$ cat config.mk
export PLATFORM = sky130hd
export DESIGN_NAME = hazard_control
export DESIGN_NICKNAME = d
export VERILOG_FILES = /design/src/source/cpu_pkg.sv /design/src/source/hazard_control.sv
export SDC_FILE = /design/constraint.sdc
export NUM_CORES = 1
export LEC_CHECK = 0
export ABC_AREA = 1
export BUFFER_PORTS_ARGS = -buffer_cell sky130_fd_sc_hd__buf_2
export CAP_MARGIN = 25
export CORE_AREA = 3 3 40 42
export DETAILED_ROUTE_END_ITERATION = 6
export DIE_AREA = 0 0 43 45
export MAX_ROUTING_LAYER = met4
export PLACE_DENSITY = 0.75
export SYNTH_ARGS = -nofsm -noshare
export SYNTH_HDL_FRONTEND = slang
export SYNTH_SLANG_ARGS = --single-unit
$ cat constraint.sdc
create_clock -name vclk -period 1
set_clock_uncertainty 0.15 [all_clocks]
set_input_delay 0.05 -clock vclk [all_inputs]
set_output_delay 0.05 -clock vclk [all_outputs]
set_load 0.01 [all_outputs]
$ cat src/source/cpu_pkg.sv
package cpu_pkg;

    ////////////////////////////////////////
    // ISA widths
    ////////////////////////////////////////
    typedef logic [15:0] word_t;     // Register and memory data
    typedef logic [15:0] instr_t;    // {op[15:12], rd[11:9], rs1[8:6], rs2[5:3] | imm[5:0]}
    typedef logic [7:0]  pc_t;       // Word address into instruction memory
    typedef logic [2:0]  reg_idx_t;  // One of eight registers
    typedef logic [7:0]  seq_t;      // Fetch order tag, wraps
    typedef logic [15:0] stamp_t;    // Trace cycle stamp

    // Opcode field values
    typedef enum logic [3:0] {
        OP_NOP  = 4'd0,
        OP_ADD  = 4'd1,
        OP_SUB  = 4'd2,
        OP_AND  = 4'd3,
        OP_OR   = 4'd4,
        OP_ADDI = 4'd5,  // rd = rs1 + imm
        OP_LW   = 4'd6,  // rd = mem[rs1 + imm]
        OP_SW   = 4'd7,  // mem[rs1 + imm] = rd
        OP_BEQ  = 4'd8   // if (rd == rs1) pc = pc + 1 + imm
    } opcode_e;

    // Hazard control record of the previous cycle
    typedef enum logic [1:0] {
        RUN        = 2'd0,
        LOAD_STALL = 2'd1,
        REDIRECT   = 2'd2
    } ctrl_state_e;

    ////////////////////////////////////////
    // Default sizes
    ////////////////////////////////////////
    localparam int IMEM_DEPTH  = 256;
    localparam int DMEM_DEPTH  = 64;
    localparam int TRACE_DEPTH = 8;   // Power of two, at least 8

endpackage
$ cat src/source/hazard_control.sv
`timescale 1ns/1ps

module hazard_control (
    input  logic                clk,
    input  logic                rst,
    input  cpu_pkg::reg_idx_t   dec_rs1,
    input  cpu_pkg::reg_idx_t   dec_rs2,
    input  logic                dec_uses_rs2,
    input  logic                if_valid,
    input  logic                id_valid,
    input  cpu_pkg::reg_idx_t   id_rd,
    input  logic                id_wen,
    input  logic                ex_valid,
    input  cpu_pkg::reg_idx_t   ex_rd,
    input  logic                ex_wen,
    input  logic                wb_valid,
    input  cpu_pkg::reg_idx_t   wb_rd,
    input  logic                wb_wen,
    input  logic                branch_taken,
    input  cpu_pkg::pc_t        branch_target,
    output logic                stall_decode,
    output logic                flush_front,
    output cpu_pkg::pc_t        redirect_pc
);

    cpu_pkg::ctrl_state_e state;
    logic                 raw_hit;

    // Does an older writer target one of the decode sources
    function automatic logic writes_src(input logic vld, input logic wen,
                                        input cpu_pkg::reg_idx_t rd);
        return vld && wen && rd != '0 &&
               (rd == dec_rs1 || (dec_uses_rs2 && rd == dec_rs2));
    endfunction

    always_comb begin
        raw_hit = if_valid && (writes_src(id_valid, id_wen, id_rd) ||
                               writes_src(ex_valid, ex_wen, ex_rd) ||
                               writes_src(wb_valid, wb_wen, wb_rd));
    end

    assign flush_front  = branch_taken;
    assign redirect_pc  = branch_target;
    assign stall_decode = raw_hit && !branch_taken;   // Flush wins

    ////////////////////////////////////////
    // Previous-cycle record
    ////////////////////////////////////////
    always_ff @(posedge clk) begin
        if (rst)               state <= cpu_pkg::RUN;
        else if (flush_front)  state <= cpu_pkg::REDIRECT;
        else if (stall_decode) state <= cpu_pkg::LOAD_STALL;
        else                   state <= cpu_pkg::RUN;
    end

    // The slot emptied by a flush is never held on the next cycle
    a_no_stall_after_flush: assert property (@(posedge clk) disable iff (rst)
        state == cpu_pkg::REDIRECT |-> !stall_decode);

    // A flush leaves IF/ID empty on the next cycle
    a_flush_clears_ifid: assert property (@(posedge clk) disable iff (rst)
        flush_front |=> !if_valid);

endmodule

==> flow_summary.ini, run 1 <==
[run_status]
status = finished with violations
failing_checks = setup timing

[critical_path]
critical_path_required_ns = 0.80
worst_setup_path_end_kind = output port
timing.critical_path.slowest_stage_cell = sky130_fd_sc_hd__buf_2
timing.critical_path.cells = buf_8 -> inv_6 -> nand2_2 -> nand2_2 -> nor2_2 -> nand2_1 -> nand2_1 -> nand2_1 -> nand3_1 -> nand2_1 -> inv_1 -> buf_2
setup.worst_path.start_class = input port
critical_path.max_stage_delay_ns = 0.12
worst-endpoint-arrival_ns = 0.83
critical-path-top-cell-by-count = sky130_fd_sc_hd__nand2_1
setup.worst_path.class = in -> out
critical_path_peak_fanout = 4

[synth]
synthMostInstantiatedCell = sky130_fd_sc_hd__nand2_1
yosys.cell_types.count = 10
post-synth-top-area-cell = sky130_fd_sc_hd__nand2_1
mappedNetlistNets = 130
synthesis.area_um2 = 440
fraction_of_the_yosys_area_taken_by_sequential_cells_pct = 0
synthTopCellsByCount = sky130_fd_sc_hd__nand2_1 (49), sky130_fd_sc_hd__buf_4 (9), sky130_fd_sc_hd__inv_1 (8)
yosysTopAreaCellShare_pct = 41.8
synth_area_leaders = sky130_fd_sc_hd__nand2_1 (42%), sky130_fd_sc_hd__buf_4 (15%), sky130_fd_sc_hd__xnor2_1 (9.9%)
yosys_warnings = 0
netlist_instances = 96
synth_area_per_cell_um2 = 4.59

[sta]
unrepaired_setup_endpoints_after_global_routing = true
min_period_over_period_pct = 103
fmaxAchievable_mhz = 969
min_period_ns = 1.03
drv_slew = 0
hold-worst-slack_ns = 0.167
setup_violations = 1
slew_headroom_pct = 91.1
minimum_setup_slack_in_the_final_design_ns = -0.0319
report.final.hold_viol_count = 0
tightest_slew_ns = 0.134

[global_route]
grt_pass1_vias = 520
initial_antenna_violation_count = 0
grt_first_pass_wirelength_um = 2070
global_route.usage.total_pct = 13.5
largest_net_degree_at_the_start_of_global_routing = 5
grt_remaining_overflow = 0

[place]
detailed_place_hpwl_um = 1080
detailed_place.area_um2 = 529
routabilityCongestion = 0.805
port-buffer-count = 26

[floorplan]
fp.dieH_um = 45
floorplan.io_pins = 44
starting_density_pct = 34.3
horizontal_die_dimension_um = 43
rows = 13
design.die.area_um2 = 1940
placeableCoreArea_um2 = 1280

[power]
net-switching-power_uw = 156
p_leak_uw = 0.000473
power_switching_share_pct = 45.9
comb_power_share_pct = 100.0
p_per_area_nw_per_um2 = 416
total_power_uw = 339
vdd_ir_drop_max_mv = 0.212
pwr-share-clk_pct = 0
internal_power_contribution_uw = 183
power.share.sequential_pct = 0

[finish]
n_antenna_cell = 0
clock_buffers = 0
sequential_cell_area_um2 = 0
fillers = 119
layout.sequential_cells = 0
final_nets = 162
final_util_pct = 63.4
post-route-cell-area_um2 = 815
multiInputGateArea_um2 = 374
drive_above_1_share_pct = 50.0
layout-area-overhead-vs-synth_pct = 84.9

[worst_hold_path]
timing.hold.worst_path_depth = 2
hp-class = in -> out

[drt]
drc_errors = 0
wire_per_inst_um = 10.2
initialDrtViolationCount = 12
drt.antenna.violating_nets = 0
finalWirelength_um = 1440
vias_per_inst = 4.67
vias = 658
drt_first_pass_iters = 4

[flow_run]
timing.max_cap.violations = 0
-- cells in the final DEF (no fill, tap or decap), drive strengths merged --
| cell | instances |
|---|---|
| a21oi | 1 |
| a31oi | 2 |
| buf | 31 |
| dlygate4sd3 | 8 |
| inv | 15 |
| nand2 | 49 |
| nand3 | 4 |
| nor2 | 11 |
| xnor2 | 5 |
-- worst max-delay path: cells and delay by family --
kind,cells,cell delay [ns]
simple gates,8,0.51
buf+inv,4,0.29
-- power groups by stage --
stage | Sequential, µW | Combinational, µW | Clock (µW)
detailed placement | 0 | 204 | 0
CTS | 0 | 268 | 0
finish | 0 | 339 | 0
global placement | 0 | 197 | 0
floorplan | 0 | 146 | 0
global route | 0 | 369 | 0
-- area by class of cell --
cell class	count	share of cell area [%]
inverter	15	9.37
multi-input combinational	72	45.9
tap	15	2.30
timing repair buffer	39	42.4
-- routing by layer --
metal / vias to the layer above / global-route usage, % / wire, µm
met5: - / - / 0
met4: 0 / 0 / 21
met3: 4 / 0.797 / 98
met2: 29 / 27.8 / 809
met1: 286 / 15.0 / 512
li1: 339 / - / -
-- through the flow --
stage	instances	setup TNS [ns]	worst slack, ns
2_1_floorplan	96	0	0.208
3_3_place_gp	129	-0.0424	-0.0424
3_5_place_dp	129	-0.0874	-0.0874
4_1_cts	138	-0.0538	-0.0538
5_1_grt	141	-0.102	-0.102
6_report	141	-0.0319	-0.0319
-- timing repair --
action                     in CTS  in global routing
buffers inserted                1                  3
hold buffers                    8                  0
cloned                          0                  0
pin swaps                      13                 24
gates resized for setup        15                 42
setup endpoints to repair       1                  1
hold endpoints to repair        8                  0
-- path summary, 6_finish.rpt --
check / from / end
worst min-delay path: branch_taken / flush_front
worst max-delay path: dec_rs2[0] / stall_decode
-- cells by family after synthesis --
logic type             count (synthesis)  share of synthesized area [%]
AO/OA/AOI/OAI                          3                           3.98
AND/OR/NAND/NOR                       64                           58.0
buffers and inverters                 24                           28.1
XOR/XNOR                               5                           9.94
Note: power is estimated with default switching activity, not from simulation.
==> run 2, diff against run 1 <==
==> constraint.sdc (replaced) <==
create_clock -name vclk -period 1.25
set_clock_uncertainty 0.15 [all_clocks]
set_input_delay 0.0625 -clock vclk [all_inputs]
set_output_delay 0.0625 -clock vclk [all_outputs]
set_load 0.01 [all_outputs]
==> run 2 against run 1 <==
- the run now ends clean
- setup slack improved by 0.18 ns
- combinational power decreased by 45%
- power decreased by 44%
- clock-buffer cell count is the same
- flip-flop and latch count is the same
- worst hold slack better by 0.019 ns
- global-route usage shrank 1.1 points
- largest power group unchanged
==> flow_summary.ini, run 2 (synthesized netlist as in run 1, its figures left out) <==
[sta]
tightest_slew_ns = 0.160
drv_slew = 0
unrepaired_setup_endpoints_after_global_routing = false
report.final.hold_viol_count = 0
fmaxAchievable_mhz = 910
slew_headroom_pct = 89.2
setup_violations = 0
setup-tns-final_ns = 0
min_period_ns = 1.10
min_period_over_period_pct = 88.0

[global_route]
grt_pass1_vias = 461
grt_util_met3_pct = 0.797
global_route.usage.total_pct = 12.4
initial_antenna_violation_count = 0
met2_usage_pct = 24.6
grt_first_pass_wirelength_um = 1860
globalRouteMet1Util_pct = 14.5
grt_remaining_overflow = 0
largest_net_degree_at_the_start_of_global_routing = 5
grt-busiest-layer = met2

[power]
power.share.sequential_pct = 0
vdd_ir_drop_max_mv = 0.130
pwr-share-clk_pct = 0
comb_power_share_pct = 100.0
net-switching-power_uw = 99.1
p_per_area_nw_per_um2 = 313
internal_power_contribution_uw = 89.2
p_leak_uw = 0.000395
power_switching_share_pct = 52.6

[critical_path]
setup.worst_path.class = in -> out
setup.worst_path.start_class = input port
worst-endpoint-arrival_ns = 0.89
critical_path_peak_fanout = 3
critical_path_required_ns = 1.04
worst_setup_path_end_kind = output port

[finish]
fillers = 154
clock_buffers = 0
post-route-cell-area_um2 = 602
final_util_pct = 46.8
sequential_cell_area_um2 = 0
drive_above_1_share_pct = 30.6
most_common_library_cell_in_the_layout_ignoring_fill_and_taps = sky130_fd_sc_hd__nand2_1
layout.sequential_cells = 0
top_library_cells_by_usage_in_the_layout_fill_and_taps_aside = sky130_fd_sc_hd__nand2_1 (49), sky130_fd_sc_hd__buf_2 (26), sky130_fd_sc_hd__inv_1 (8), sky130_fd_sc_hd__dlygate4sd3_1 (8)
n_antenna_cell = 0
final_nets = 157
layout-area-overhead-vs-synth_pct = 36.6

[worst_hold_path]
hp-class = in -> out
timing.hold.worst_path_depth = 2
start_point_of_the_worst_min_delay_path = branch_taken
worstHoldEndpoint = flush_front

[drt]
drt_first_pass_iters = 4
finalWirelength_um = 1180
vias_per_inst = 4.43
drc_errors = 0
wire_per_inst_um = 8.65
vias = 603
initialDrtViolationCount = 6
drt.antenna.violating_nets = 0

[place]
detailed_place_hpwl_um = 1040
detailed_place.area_um2 = 522
port-buffer-count = 26
routabilityCongestion = 0.805

[floorplan]
design.die.area_um2 = 1940
fp.dieH_um = 45
rows = 13
horizontal_die_dimension_um = 43
placeableCoreArea_um2 = 1280
starting_density_pct = 34.3
floorplan.io_pins = 44

[cts]
postCtsSetupRepairBufs = 0

[run_status]
status = finished clean

[flow_run]
timing.max_cap.violations = 0
## run 2: cell types whose count changed in the layout (fill, tap and decap cells not counted), moves of 6 or more
cell / change
sky130_fd_sc_hd__nand2_2: -10
sky130_fd_sc_hd__inv_4: -6
sky130_fd_sc_hd__nand2_1: +10
sky130_fd_sc_hd__inv_1: +6
sky130_fd_sc_hd__buf_6: -6
sky130_fd_sc_hd__buf_2: +15
sky130_fd_sc_hd__buf_4: -9
## run 2: per-stage QoR
step,hold slack (ns),total power (µW),setup WS (ns),cells
final,0.186,188,0.151,136
after global routing,0.192,214,0.0227,136
after CTS,0.189,190,0.139,136
after detailed placement,-0.0249,161,0.140,128
after global placement,-0.0249,156,0.182,128
after floorplan,0.0668,117,0.433,96
## run 2: area by class of cell
class / count / area [µm²] / share of cell area [%]
inverters: 15 / 56.3 / 9.36
multi-input cells: 72 / 317 / 52.6
well taps: 15 / 18.8 / 3.12
repair buffers: 34 / 210 / 34.9
## run 2: power by group through the flow
stage | Combinational, µW | Sequential [µW] | Clock (µW)
6_report | 188 | 0 | 0
2_1_floorplan | 117 | 0 | 0
3_3_place_gp | 156 | 0 | 0
4_1_cts | 190 | 0 | 0
3_5_place_dp | 161 | 0 | 0
5_1_grt | 214 | 0 | 0
## run 2: worst max path at each step
stage | startpoint | to | slack [ns] | cells past startpoint
finish | dec_rs1[2] | stall_decode | 0.15 | 9
global route | dec_rs1[2] | stall_decode | 0.02 | 9
CTS | dec_rs1[2] | stall_decode | 0.14 | 9
detailed placement | dec_rs1[2] | stall_decode | 0.14 | 9
global placement | wb_rd[1] | stall_decode | 0.18 | 12
floorplan | wb_rd[1] | stall_decode | 0.43 | 10
## run 2: critical path, stage by stage
cell	delay (ns)
sky130_fd_sc_hd__buf_2	0.13
sky130_fd_sc_hd__xnor2_1	0.18
sky130_fd_sc_hd__nand3_1	0.10
sky130_fd_sc_hd__nand2_1	0.07
sky130_fd_sc_hd__nand2_1	0.05
sky130_fd_sc_hd__nand3_1	0.07
sky130_fd_sc_hd__nand2_1	0.05
sky130_fd_sc_hd__inv_1	0.05
sky130_fd_sc_hd__buf_2	0.12
## run 2: metal layers
layer | wire length (µm) | up-vias
li1 | - | 327
met2 | 623 | 30
met1 | 443 | 244
met5 | 0 | -
met3 | 106 | 2
met4 | 3 | 0
## run 2: repair_timing
| action | 4_1_cts | 5_1_grt |
|---|---|---|
| hold endpoints to repair | 8 | 0 |
| resized for setup | 0 | 0 |
| hold buffers | 8 | 0 |
==> run 3, diff against run 2 <==
--- a/config.mk
+++ b/config.mk
@@ -8,11 +8,12 @@
 export ABC_AREA = 1
 export BUFFER_PORTS_ARGS = -buffer_cell sky130_fd_sc_hd__buf_2
 export CAP_MARGIN = 25
-export CORE_AREA = 3 3 40 42
+export CORE_AREA = 2 2 39 41
 export DETAILED_ROUTE_END_ITERATION = 6
-export DIE_AREA = 0 0 43 45
+export DIE_AREA = 0 0 41 43
 export MAX_ROUTING_LAYER = met4
 export PLACE_DENSITY = 0.75
+export REMOVE_ABC_BUFFERS = 1
 export SYNTH_ARGS = -nofsm -noshare
 export SYNTH_HDL_FRONTEND = slang
 export SYNTH_SLANG_ARGS = --single-unit
==> run 3 against run 2 <==
- cell count is 0.74% higher
- clock-buffer cell count unchanged
- largest power group unchanged
- setup slack improved by 0.0052 ns
- critical endpoint unchanged
- first-iteration DRC count shrank 67%
- core utilization fell by 3.3 points
- combinational power barely moved
- wire length grew 2.0%
- critical path depth grew 3
- global-route usage is 2.5 points higher
- via count is 0.83% lower
==> flow_summary.ini, run 3 (synthesized netlist as in run 1, its figures left out) <==
[finish]
final_nets = 157
sequential_cell_area_um2 = 0
layout-area-overhead-vs-synth_pct = 36.9
fillers = 160
final_util_pct = 43.6
layout.sequential_cells = 0
clock_buffers = 0
drive_above_1_share_pct = 31.4
fin_cells = 137
most_common_library_cell_in_the_layout_ignoring_fill_and_taps = sky130_fd_sc_hd__nand2_1
top_library_cells_by_usage_in_the_layout_fill_and_taps_aside = sky130_fd_sc_hd__nand2_1 (49), sky130_fd_sc_hd__buf_2 (26), sky130_fd_sc_hd__inv_2 (8), sky130_fd_sc_hd__dlygate4sd3_1 (8)
n_antenna_cell = 0

[power]
pwr-share-clk_pct = 0
net-switching-power_uw = 99.9
internal_power_contribution_uw = 89.3
comb_power_share_pct = 100.0
power.share.sequential_pct = 0
p_per_area_nw_per_um2 = 314
vdd_ir_drop_max_mv = 0.133
p_leak_uw = 0.000394
power_switching_share_pct = 52.8

[worst_hold_path]
timing.hold.worst_path_depth = 2
hp-class = in -> out
worstHoldEndpoint = flush_front
start_point_of_the_worst_min_delay_path = branch_taken

[cts]
postCtsSetupRepairBufs = 0

[drt]
vias = 598
drt_first_pass_iters = 4
vias_per_inst = 4.36
initialDrtViolationCount = 2
drt.antenna.violating_nets = 0
drc_errors = 0
wire_per_inst_um = 8.76
finalWirelength_um = 1200

[place]
routabilityCongestion = 0.833
cell_total_after_placement = 129
detailed_place_hpwl_um = 1040
port-buffer-count = 26

[floorplan]
horizontal_die_dimension_um = 41
design.die.area_um2 = 1760
starting_density_pct = 31.8
fp.dieH_um = 43
rows = 14
floorplan.io_pins = 44
placeableCoreArea_um2 = 1380

[global_route]
grt_pass1_vias = 500
grt_first_pass_wirelength_um = 1900
largest_net_degree_at_the_start_of_global_routing = 5
grt_remaining_overflow = 0
initial_antenna_violation_count = 0
global_route.usage.total_pct = 14.8

[critical_path]
worst-endpoint-arrival_ns = 0.88
crit_buf_inv = 4
timing.critical_path.slowest_stage_cell = sky130_fd_sc_hd__buf_2
critical_path.max_stage_delay_ns = 0.12
critical_path_peak_fanout = 4
timing.critical_path.cells = buf_2 -> inv_2 -> nand2_1 -> nand2_1 -> nor2_2 -> nand2_1 -> nand2_1 -> nand2_1 -> nand3_1 -> nand2_1 -> inv_1 -> buf_2
critical-path-top-cell-by-count = sky130_fd_sc_hd__nand2_1
worst_setup_path_end_kind = output port
critical_path_required_ns = 1.04
cpLargestDelayFamily = simple AND/OR/NAND/NOR gates
setup.worst_path.class = in -> out
setup.worst_path.start_class = input port

[sta]
setup-tns-final_ns = 0
min_period_ns = 1.09
tightest_slew_ns = 0.138
setup_violations = 0
fmaxAchievable_mhz = 914
slew_headroom_pct = 90.7
min_period_over_period_pct = 87.5
unrepaired_setup_endpoints_after_global_routing = false
drv_slew = 0
report.final.hold_viol_count = 0

[run_status]
status = finished clean

[flow_run]
timing.max_cap.violations = 0
run 3: per-layer routing:
metal | vias to the layer above | wire length [µm] | global-route usage [%]
met5 | - | 0 | -
met2 | 19 | 647 | 27.5
li1 | 327 | - | -
met1 | 252 | 475 | 18.0
met4 | 0 | 0 | 0
met3 | 0 | 78 | 0
run 3: what timing repair did:
action | CTS | global route
hold buffers | 8 | 0
resized for setup | 0 | 1
endpoints found under the setup margin | 0 | 1
endpoints found under the hold margin | 8 | 0
run 3: how the worst max path moves through the flow:
stage | start | endpoint | slack, ns | cells past startpoint
6_report | dec_rs2[2] | stall_decode | 0.16 | 12
3_5_place_dp | wb_rd[1] | stall_decode | 0.13 | 12
3_3_place_gp | wb_rd[1] | stall_decode | 0.18 | 12
2_1_floorplan | wb_rd[1] | stall_decode | 0.43 | 10
5_1_grt | dec_rs2[2] | stall_decode | 0.01 | 12
4_1_cts | wb_rd[1] | stall_decode | 0.13 | 12
run 3: cell type report:
type                            instances  area, µm²  share of cell area [%]
Multi-Input combinational cell         72        317                    52.5
Inverter                               15       56.3                    9.34
Timing Repair Buffer                   34        210                    34.9
Tap cell                               16       20.0                    3.32
run 3: metrics by stage:
step                power, µW  hold slack, ns  setup slack [ns]  instance area (µm²)
floorplan                87.4         -0.0250             0.433                  373
global placement          156         -0.0249             0.185                  523
detailed placement        161         -0.0249             0.134                  523
CTS                       190           0.187             0.131                  603
global route              213           0.203            0.0111                  603
finish                    189           0.187             0.156                  603
run 3: power by group through the flow:
stage	logic, µW	registers, µW	clock network [µW]
6_report	189	0	0
5_1_grt	213	0	0
4_1_cts	190	0	0
3_5_place_dp	161	0	0
3_3_place_gp	156	0	0
2_1_floorplan	87.4	0	0
